## config.mk

```make
export PLATFORM = sky130hd
export DESIGN_NAME = aluIssueUnit
export DESIGN_NICKNAME = d
export VERILOG_FILES = /design/src/hw/isaPkg.sv /design/src/hw/rsPkg.sv /design/src/hw/aluIfs.sv /design/src/hw/dispatchDecode.sv /design/src/hw/issueSelect.sv /design/src/hw/reservationStation.sv /design/src/hw/aluExecute.sv /design/src/hw/resultBroadcast.sv /design/src/hw/aluIssueUnit.sv
export SDC_FILE = /design/constraint.sdc
export NUM_CORES = 1
export LEC_CHECK = 0
export BUFFER_PORTS_ARGS = -buffer_cell sky130_fd_sc_hd__clkbuf_2
export CAP_MARGIN = 20
export CORE_MARGIN = 2
export CORE_UTILIZATION = 50
export CTS_BUF_LIST = sky130_fd_sc_hd__clkbuf_16
export DETAILED_ROUTE_END_ITERATION = 8
export PLACE_DENSITY = 0.67
export SYNTH_ARGS = -nofsm -noshare
export SYNTH_HDL_FRONTEND = slang
export SYNTH_SLANG_ARGS = --single-unit
```

## constraint.sdc

```tcl
create_clock -name clk -period 9.9 [get_ports clk]
set_input_delay 1.98 -clock clk [delete_from_list [all_inputs] [get_ports clk]]
set_output_delay 1.98 -clock clk [all_outputs]
set_load 0.01 [all_outputs]
```

## src/hw/isaPkg.sv

```systemverilog
package isaPkg;

	localparam int DATA_W = 16; // Operand and result width
	localparam int TAG_W  = 3;  // Result tag width
	localparam int OP_W   = 3;
	localparam int DISP_W = OP_W + TAG_W + 2 * (DATA_W + 1); // 40 bits

	// Dispatch word field positions, MSB first: op, destTag, aRdy, a, bRdy, b
	localparam int OP_LSB    = 37;
	localparam int DEST_LSB  = 34;
	localparam int A_RDY_BIT = 33;
	localparam int A_LSB     = 17;
	localparam int B_RDY_BIT = 16;
	localparam int B_LSB     = 0;

	typedef logic [DATA_W-1:0] dataT;
	typedef logic [DATA_W:0]   rawT;  // Bit 16 is the carry
	typedef logic [TAG_W-1:0]  tagT;
	typedef logic [DISP_W-1:0] dispWordT;

	// ALU opcodes
	typedef enum logic [OP_W-1:0] {
		ADD,
		SUB,
		AND,
		OR,
		XOR,
		SLL,
		SRL,
		SLT // Signed set-less-than
	} opT;

endpackage

```

## src/hw/rsPkg.sv

```systemverilog
package rsPkg;

	// Station depth, power of two so the pointer wraps on its own
	localparam int RS_ENTRIES = 4;
	localparam int RS_IDX_W   = $clog2(RS_ENTRIES);

	typedef logic [RS_IDX_W-1:0]   rsIdxT; // Entry index and select pointer
	typedef logic [RS_ENTRIES-1:0] rsVecT; // Request and grant vectors

endpackage

```

## src/hw/aluIfs.sv

```systemverilog
// Decoded instruction from dispatch decode into the station
interface dispatchIf;
	import isaPkg::*;

	logic valid;   // One-cycle strobe
	opT   op;
	tagT  destTag;
	logic aRdy;    // Operand a holds a value, else a tag in its low bits
	dataT a;
	logic bRdy;
	dataT b;

	modport source (output valid, op, destTag, aRdy, a, bRdy, b);
	modport sink   (input valid, op, destTag, aRdy, a, bRdy, b);
endinterface

// Granted entry from the station into the ALU
interface issueIf;
	import isaPkg::*;

	logic valid; // High in any cycle with a grant
	opT   op;
	tagT  tag;
	dataT a;
	dataT b;

	modport source (output valid, op, tag, a, b);
	modport sink   (input valid, op, tag, a, b);
endinterface

```

## src/hw/dispatchDecode.sv

```systemverilog
module dispatchDecode (
	input  logic             clk,
	input  logic             arstN,
	input  logic             flush,
	input  logic             wbCyc,
	input  logic             wbStb,
	input  logic             wbWe,
	input  isaPkg::dispWordT wbDat,
	output logic             wbAck,
	input  logic             rsFull,
	input  logic             cdbValid,
	input  isaPkg::tagT      cdbTag,
	input  isaPkg::dataT     cdbValue,
	dispatchIf.source        dsp
);
	import isaPkg::*;

	logic accept;
	logic aRdyIn, bRdyIn;
	dataT aIn, bIn;
	logic aHit, bHit; // Source tag on the CDB this very cycle

	// Write cycle with room in the station, one ack per request
	assign accept = wbCyc && wbStb && wbWe && !wbAck && !rsFull && !flush;

	// Unpack operand fields
	assign aRdyIn = wbDat[A_RDY_BIT];
	assign aIn    = wbDat[A_LSB +: DATA_W];
	assign bRdyIn = wbDat[B_RDY_BIT];
	assign bIn    = wbDat[B_LSB +: DATA_W];

	// Broadcast in the accept cycle would be missed by the station
	assign aHit = !aRdyIn && cdbValid && (aIn[TAG_W-1:0] == cdbTag);
	assign bHit = !bRdyIn && cdbValid && (bIn[TAG_W-1:0] == cdbTag);

	// Strobe shares the ack cycle
	assign dsp.valid = wbAck;

	always_ff @(posedge clk or negedge arstN) begin
		if (!arstN) begin
			wbAck <= 1'b0;
		end else begin
			wbAck <= accept; // Drops after one cycle via !wbAck term
		end
	end

	// Decoded fields, valid alongside wbAck
	always_ff @(posedge clk) begin
		if (accept) begin
			dsp.op      <= opT'(wbDat[OP_LSB +: OP_W]);
			dsp.destTag <= wbDat[DEST_LSB +: TAG_W];
			dsp.aRdy    <= aRdyIn || aHit;
			dsp.a       <= aHit ? cdbValue : aIn;
			dsp.bRdy    <= bRdyIn || bHit;
			dsp.b       <= bHit ? cdbValue : bIn;
		end
	end

	// Ack only answers a live bus request
	ackNeedsRequest: assert property (@(posedge clk) disable iff (!arstN)
		$rose(wbAck) |-> $past(wbCyc && wbStb));

endmodule

```

## src/hw/issueSelect.sv

```systemverilog
module issueSelect (
	input  logic         clk,
	input  logic         arstN,
	input  logic         flush,
	input  rsPkg::rsVecT requests,
	output rsPkg::rsVecT grants
);
	import rsPkg::*;

	rsIdxT pointer;    // Highest priority entry this cycle
	rsIdxT nxtPointer;
	rsIdxT probe;
	logic  found;

	// First requester at or after the pointer, wrapping
	always_comb begin
		grants     = '0;
		nxtPointer = pointer; // Hold when nothing granted
		found      = 1'b0;
		probe      = pointer;
		for (int k = 0; k < RS_ENTRIES; k++) begin
			probe = pointer + rsIdxT'(k); // Wraps modulo entry count
			if (!found && requests[probe]) begin
				grants[probe] = 1'b1;
				nxtPointer    = probe + rsIdxT'(1); // Winner drops to lowest priority
				found         = 1'b1;
			end
		end
	end

	always_ff @(posedge clk or negedge arstN) begin
		if (!arstN) begin
			pointer <= '0;
		end else if (flush) begin
			pointer <= '0;
		end else begin
			pointer <= nxtPointer;
		end
	end

	// At most one grant and only to a requester
	grantLegal: assert property (@(posedge clk) disable iff (!arstN)
		$onehot0(grants) && ((grants & ~requests) == '0));

endmodule

```

## src/hw/reservationStation.sv

```systemverilog
module reservationStation (
	input  logic         clk,
	input  logic         arstN,
	input  logic         flush,
	dispatchIf.sink      dsp,
	issueIf.source       iss,
	output logic         rsFull,
	input  logic         cdbValid,
	input  isaPkg::tagT  cdbTag,
	input  isaPkg::dataT cdbValue
);
	import isaPkg::*;
	import rsPkg::*;

	logic [RS_ENTRIES-1:0] busy;
	logic [RS_ENTRIES-1:0] aRdy;
	logic [RS_ENTRIES-1:0] bRdy;
	opT   op      [RS_ENTRIES];
	tagT  destTag [RS_ENTRIES];
	dataT aVal    [RS_ENTRIES]; // Value, or source tag in the low bits
	dataT bVal    [RS_ENTRIES];

	rsVecT requests;
	rsVecT grants;
	rsIdxT freeIdx;
	rsIdxT grantIdx;
	logic  aHitIn, bHitIn; // Incoming operand woken during the strobe

	issueSelect uSelect (
		.clk      (clk),
		.arstN    (arstN),
		.flush    (flush),
		.requests (requests),
		.grants   (grants)
	);

	assign rsFull   = &busy;
	assign requests = busy & aRdy & bRdy; // Both operands in hand

	// Lowest free entry
	always_comb begin
		freeIdx = '0;
		for (int i = RS_ENTRIES - 1; i >= 0; i--) begin
			if (!busy[i]) freeIdx = rsIdxT'(i);
		end
	end

	// One-hot grant to index
	always_comb begin
		grantIdx = '0;
		for (int i = 0; i < RS_ENTRIES; i++) begin
			if (grants[i]) grantIdx = rsIdxT'(i);
		end
	end

	// Granted entry straight to the ALU
	assign iss.valid = |grants;
	assign iss.op    = op[grantIdx];
	assign iss.tag   = destTag[grantIdx];
	assign iss.a     = aVal[grantIdx];
	assign iss.b     = bVal[grantIdx];

	assign aHitIn = !dsp.aRdy && cdbValid && (dsp.a[TAG_W-1:0] == cdbTag);
	assign bHitIn = !dsp.bRdy && cdbValid && (dsp.b[TAG_W-1:0] == cdbTag);

	always_ff @(posedge clk or negedge arstN) begin
		if (!arstN) begin
			busy <= '0;
		end else if (flush) begin
			busy <= '0; // Drops in-flight dispatch too
		end else begin
			if (iss.valid) busy[grantIdx] <= 1'b0; // Release on issue
			if (dsp.valid) busy[freeIdx] <= 1'b1;  // Never the granted one
		end
	end

	// Entry payload and CDB wake-up
	always_ff @(posedge clk) begin
		for (int i = 0; i < RS_ENTRIES; i++) begin
			if (busy[i] && !aRdy[i] && cdbValid && (aVal[i][TAG_W-1:0] == cdbTag)) begin
				aVal[i] <= cdbValue;
				aRdy[i] <= 1'b1;
			end
			if (busy[i] && !bRdy[i] && cdbValid && (bVal[i][TAG_W-1:0] == cdbTag)) begin
				bVal[i] <= cdbValue;
				bRdy[i] <= 1'b1;
			end
		end
		if (dsp.valid) begin // Target entry is free, no clash with wake-up
			op[freeIdx]      <= dsp.op;
			destTag[freeIdx] <= dsp.destTag;
			aRdy[freeIdx]    <= dsp.aRdy || aHitIn;
			aVal[freeIdx]    <= aHitIn ? cdbValue : dsp.a;
			bRdy[freeIdx]    <= dsp.bRdy || bHitIn;
			bVal[freeIdx]    <= bHitIn ? cdbValue : dsp.b;
		end
	end

	// Decode must hold back while full
	noDispatchWhenFull: assert property (@(posedge clk) disable iff (!arstN)
		dsp.valid |-> !rsFull);

endmodule

```

## src/hw/aluExecute.sv

```systemverilog
module aluExecute (
	input  logic        clk,
	input  logic        arstN,
	input  logic        flush,
	issueIf.sink        iss,
	output logic        exValid,
	output isaPkg::opT  exOp,
	output isaPkg::tagT exTag,
	output isaPkg::rawT exRaw
);
	import isaPkg::*;

	rawT        rawNext;
	logic [3:0] shAmt;

	assign shAmt = iss.b[3:0]; // Shift range 0..15

	always_comb begin
		case (iss.op)
			ADD:     rawNext = {1'b0, iss.a} + {1'b0, iss.b};
			SUB:     rawNext = {1'b0, iss.a} + {1'b0, ~iss.b} + rawT'(1); // Carry means no borrow
			AND:     rawNext = {1'b0, iss.a & iss.b};
			OR:      rawNext = {1'b0, iss.a | iss.b};
			XOR:     rawNext = {1'b0, iss.a ^ iss.b};
			SLL:     rawNext = {1'b0, iss.a << shAmt};
			SRL:     rawNext = {1'b0, iss.a >> shAmt};
			SLT:     rawNext = rawT'($signed(iss.a) < $signed(iss.b));
			default: rawNext = '0;
		endcase
	end

	always_ff @(posedge clk or negedge arstN) begin
		if (!arstN) begin
			exValid <= 1'b0;
		end else if (flush) begin
			exValid <= 1'b0;
		end else begin
			exValid <= iss.valid;
		end
	end

	// Result and opcode carried forward for flag forming
	always_ff @(posedge clk) begin
		if (iss.valid) begin
			exOp  <= iss.op;
			exTag <= iss.tag;
			exRaw <= rawNext;
		end
	end

endmodule

```

## src/hw/resultBroadcast.sv

```systemverilog
module resultBroadcast (
	input  logic         clk,
	input  logic         arstN,
	input  logic         flush,
	input  logic         exValid,
	input  isaPkg::opT   exOp,
	input  isaPkg::tagT  exTag,
	input  isaPkg::rawT  exRaw,
	output logic         cdbValid,
	output isaPkg::tagT  cdbTag,
	output isaPkg::dataT cdbValue,
	output logic         cdbZero,
	output logic         cdbCarry
);
	import isaPkg::*;

	dataT value;
	logic zero;
	logic carry;

	assign value = exRaw[DATA_W-1:0];
	assign zero  = (value == '0);
	assign carry = ((exOp == ADD) || (exOp == SUB)) && exRaw[DATA_W]; // Arithmetic only

	always_ff @(posedge clk or negedge arstN) begin
		if (!arstN) begin
			cdbValid <= 1'b0;
		end else if (flush) begin
			cdbValid <= 1'b0;
		end else begin
			cdbValid <= exValid; // No back-pressure on the CDB
		end
	end

	always_ff @(posedge clk) begin
		if (exValid) begin
			cdbTag   <= exTag;
			cdbValue <= value;
			cdbZero  <= zero;
			cdbCarry <= carry;
		end
	end

	// Each entry issues once, so a tag never repeats back to back
	noRepeatTag: assert property (@(posedge clk) disable iff (!arstN)
		cdbValid && $past(cdbValid) |-> cdbTag != $past(cdbTag));

endmodule

```

## src/hw/aluIssueUnit.sv

```systemverilog
module aluIssueUnit (
	input  logic             clk,
	input  logic             arstN,
	input  logic             flush,
	input  logic             wbCyc,
	input  logic             wbStb,
	input  logic             wbWe,
	input  isaPkg::dispWordT wbDat,
	output logic             wbAck,
	output logic             cdbValid,
	output isaPkg::tagT      cdbTag,
	output isaPkg::dataT     cdbValue,
	output logic             cdbZero,
	output logic             cdbCarry
);
	import isaPkg::*;

	logic rsFull; // Back-pressure into decode
	logic exValid;
	opT   exOp;
	tagT  exTag;
	rawT  exRaw;

	dispatchIf dispBus ();
	issueIf    issueBus ();

	dispatchDecode uDecode (
		.clk      (clk),
		.arstN    (arstN),
		.flush    (flush),
		.wbCyc    (wbCyc),
		.wbStb    (wbStb),
		.wbWe     (wbWe),
		.wbDat    (wbDat),
		.wbAck    (wbAck),
		.rsFull   (rsFull),
		.cdbValid (cdbValid), // Same-cycle bypass
		.cdbTag   (cdbTag),
		.cdbValue (cdbValue),
		.dsp      (dispBus.source)
	);

	reservationStation uStation (
		.clk      (clk),
		.arstN    (arstN),
		.flush    (flush),
		.dsp      (dispBus.sink),
		.iss      (issueBus.source),
		.rsFull   (rsFull),
		.cdbValid (cdbValid), // Wake-up
		.cdbTag   (cdbTag),
		.cdbValue (cdbValue)
	);

	aluExecute uExecute (
		.clk     (clk),
		.arstN   (arstN),
		.flush   (flush),
		.iss     (issueBus.sink),
		.exValid (exValid),
		.exOp    (exOp),
		.exTag   (exTag),
		.exRaw   (exRaw)
	);

	resultBroadcast uResult (
		.clk      (clk),
		.arstN    (arstN),
		.flush    (flush),
		.exValid  (exValid),
		.exOp     (exOp),
		.exTag    (exTag),
		.exRaw    (exRaw),
		.cdbValid (cdbValid),
		.cdbTag   (cdbTag),
		.cdbValue (cdbValue),
		.cdbZero  (cdbZero),
		.cdbCarry (cdbCarry)
	);

endmodule

```

==> reports/qor.yml <==
status: "finished, final reports clean"
hold_path.class: "reg -> reg"
cts_sinks: 252
dieArea_um2: 32000
grt_max_degree: 52
required_ns: 10.29
antenna_found_initial: 0
end_kind: "flip-flop"
layout-drive-gt1-share: 0.249
p_leak_nw: 6.17
path_cells: "inv_1, ha_1, mux4_2, o311ai_1, a221o_2, or4_1, nor2_1, nor3_4, ha_1, a21oi_1, o21bai_1, a21oi_1, o21ai_0, a21oi_1, o21ai_0, o41ai_1, o21bai_1, a21oi_1, o31ai_1, a32o_1, a211oi_2"
syn-cell-area_um2: 15300
fp.coreArea_um2: 30300
route.detailed.drc: 0
grt_pass1_wl_um: 65500
cts_tree: "done"
period_needed_ns: 7.97
busiest_layer: "met2"
ys_types: 85
die_w_um: 179
routabilityCongestion: 1.01
setup_viol: 0
area_growth_pct: 9.89
placedInstanceArea_um2: 15900
routed_wl_um: 43700
finalCritPeriodShare: 0.805
critPathKind: "reg -> reg"
maxCapViolCount: 0
worstMarginPinSlew_ns: 1.09
cp_slowest_cell: "nor3_4"
power.switching_mw: 0.566
critPathBufInv: 1
slew_headroom: 0.272
h-tree-depth: 1
design_area_um2: 16800
grt-ovfl-total: 0
grt.met1_usage: 0.399
cts_setup_buffers: 0
ys_seq_area_frac: 0.487
seqPwrFrac: 0.498
max_stage_delay_ns: 0.81
wl_per_cell_um: 24.4
postCtsResizedCells: 0
finClkSkew_ns: 0.0218
ys_ff_latch: 252
power.density_nw_per_um2: 143
total_power_mw: 2.40
die_h_um: 179
ys.flop_type: "edfxtp_1"
path_max_fanout: 27
dr.pass1.iters: 6
cp_top_family: "compound AO/OA/AOI/OAI gates"
route.vias.total: 11300
fmaxAchievable_mhz: 125
portBuffers: 68
postRouteAntennaNets: 0
arrival_ns: 8.36
synthArstFlopShare: 0.0357
synth.avg_cell_area_um2: 11.3
maxSlewViolCount: 0
switching_share: 0.236
detail_route.vias_per_cell: 6.30
start_kind: "flip-flop"
grt_usage: 0.274
layout.cells.non_filler: 1795
hold_buffers: 0
finalSetupTns_ns: 0
crit_path_frequent_cell: "a21oi_1"
clk_pin_slew_worst_paths_ns: 0.06
clockPowerShare: 0.415
final_net_count: 1485
netlist_instances: 1351
dp_hpwl_um: 30900
gr-usage-met2: 0.422
hold_viol_final: 0
p_int_mw: 1.83
cts_root_buf: "clkbuf_16"
syn_nets: 1456
yosysWarnings: 0
start_util: 0.504
combPwrFrac: 0.087
clock_path_buffers: 3
grt_use_met3: 0.0426
drtIter0Drc: 1112
cts_made_buffers: 27
first_global_vias: 10800
insertion_delay_ns: 0.55
peakVddDrop_uv: 113
dpl.cell_count: 1747
ios: 69
grt_setup_unrepaired: "no"
n_antenna_cell: 0
synth_edf_count: 235
rows: 64
## synthesized netlist by cell type (all sizes together), types with 7 or more instances
| library cell | n | area (µm²) |
|---|---|---|
| o21ai | 59 | 299 |
| a31oi | 18 | 113 |
| nor3 | 29 | 198 |
| a21o | 8 | 60.1 |
| clkbuf | 41 | 154 |
| o221ai | 8 | 95.1 |
| mux2 | 168 | 1890 |
| nor2 | 101 | 397 |
| buf | 52 | 262 |
| dfrtp | 9 | 225 |
| and3 | 9 | 56.3 |
| xnor2 | 23 | 201 |
| dfxtp | 8 | 160 |
| o31ai | 12 | 90.1 |
| a22oi | 16 | 120 |
| o22ai | 33 | 206 |
| ha | 57 | 713 |
| nand2 | 73 | 277 |
| nand3 | 17 | 85.1 |
| or4 | 7 | 52.6 |
| a21oi | 97 | 485 |
| xor2 | 34 | 298 |
| o211ai | 10 | 75.1 |
| nand2b | 20 | 125 |
| inv | 66 | 250 |
| mux2i | 29 | 290 |
| edfxtp | 235 | 7060 |
| o21bai | 7 | 52.6 |
## flip-flops by register name (all words and copies together) (netlist names), 2 cells and up
signal and flops:
uStation.busy 4, uExecute.exTag 3, uDecode.dsp.destTag 3, uStation.op 12, uStation.uSelect.pointer 2, uStation.aVal 64
uStation.bVal 64, uDecode.dsp.op 3, uExecute.exRaw 17, uDecode.dsp.b 16, uStation.aRdy 4, uExecute.exOp 2
uResult.cdbValue 16, uResult.cdbTag 3, uDecode.dsp.a 16, uStation.destTag 12, uStation.bRdy 4
## final cells by class
type,instances,area [µm²]
Multi-Input combinational cell,939,7220
Fill cell,2618,13500
Inverter,67,255
Sequential cell,252,7440
Timing Repair Buffer,93,528
Tap cell,396,495
Clock buffer,27,676
Clock inverter,21,181
## cells by family after synthesis
kind of cell               after synthesis  share of synthesized area
AOI/OAI and AO/OA                      322                      0.138
muxes                                  203                      0.152
buffers and inverters                  160                     0.0439
DFF                                    252                      0.487
adders and majority gates               59                     0.0493
and+or+nand+nor                        298                     0.0978
xor gates and xnor gates                57                     0.0327
## cells in the final DEF (no fill, tap or decap), types with 6 or more instances in the layout
| cell type | count |
|---|---|
| xnor2_1 | 23 |
| nand3_1 | 17 |
| or4_1 | 7 |
| a22oi_1 | 16 |
| dfxtp_1 | 8 |
| and2_1 | 6 |
| o211ai_1 | 10 |
| o22ai_1 | 33 |
| mux2_2 | 168 |
| xor2_1 | 34 |
| clkinv_1 | 6 |
| clkbuf_16 | 27 |
| a31oi_1 | 18 |
| nand2_1 | 72 |
| buf_4 | 25 |
| ha_1 | 57 |
| nor3_1 | 21 |
| clkinv_2 | 8 |
| o21ai_0 | 48 |
| edfxtp_1 | 235 |
| mux2i_1 | 29 |
| clkbuf_2 | 68 |
| and3_1 | 9 |
| inv_1 | 62 |
| dfrtp_1 | 9 |
| nor2_1 | 98 |
| a21oi_1 | 96 |
| o21ai_1 | 9 |
| a21o_1 | 8 |
| o21bai_1 | 7 |
| o31ai_1 | 12 |
| nand2b_1 | 20 |
## layer usage
layer / vias to the layer above / routed length, µm
met2: 476 / 19900
met3: 60 / 3130
met4: 0 / 1050
met1: 5639 / 19700
met5: - / 0
li1: 5125 / -
## power by group through the flow
stage	registers (mW)	clock network, mW	logic (mW)
2_1_floorplan	1.21	0	0.147
3_3_place_gp	1.21	0	0.203
3_5_place_dp	1.22	0	0.204
4_1_cts	1.19	1.01	0.206
5_1_grt	1.20	1.05	0.228
6_report	1.19	0.993	0.209
## worst register-to-register path, stage by stage, from the launching register on
cell and delay (ns):
dfrtp_1 0.64, inv_1 0.28, ha_1 0.57, mux4_2 0.43
o311ai_1 0.54, a221o_2 0.70, or4_1 0.61, nor2_1 0.15
nor3_4 0.81, ha_1 0.49, a21oi_1 0.24, o21bai_1 0.10
a21oi_1 0.23, o21ai_0 0.12, a21oi_1 0.25, o21ai_0 0.19
o41ai_1 0.50, o21bai_1 0.14, a21oi_1 0.27, o31ai_1 0.12
a32o_1 0.22, a211oi_2 0.23
## final timing paths
check | slack, ns | from | cells past startpoint | end
worst max register to register | 1.93 | uStation.uSelect.pointer[0] | 21 | uExecute.exRaw[15]
min in group asynchronous | 1.29 | arstN | 1 | uStation.busy[1]
worst max-delay path | 1.93 | uStation.uSelect.pointer[0] | 21 | uExecute.exRaw[15]
max in group asynchronous | 8.40 | arstN | 1 | uDecode.dsp.valid
worst min-delay path | 0.42 | uExecute.exTag[1] | 0 | uResult.cdbTag[1]
worst min register to register | 0.42 | uExecute.exTag[1] | 0 | uResult.cdbTag[1]
## stage by stage
step                      hold slack [ns]  setup WS, ns  utilization
after floorplan                     0.400          3.94            -
after global placement              0.403          2.29        0.525
after detailed placement            0.406          2.13        0.525
after CTS                           0.418          2.06        0.554
after global routing                0.434          1.47        0.554
final                               0.421          1.93        0.554
Power figures use the tool's default switching activity.
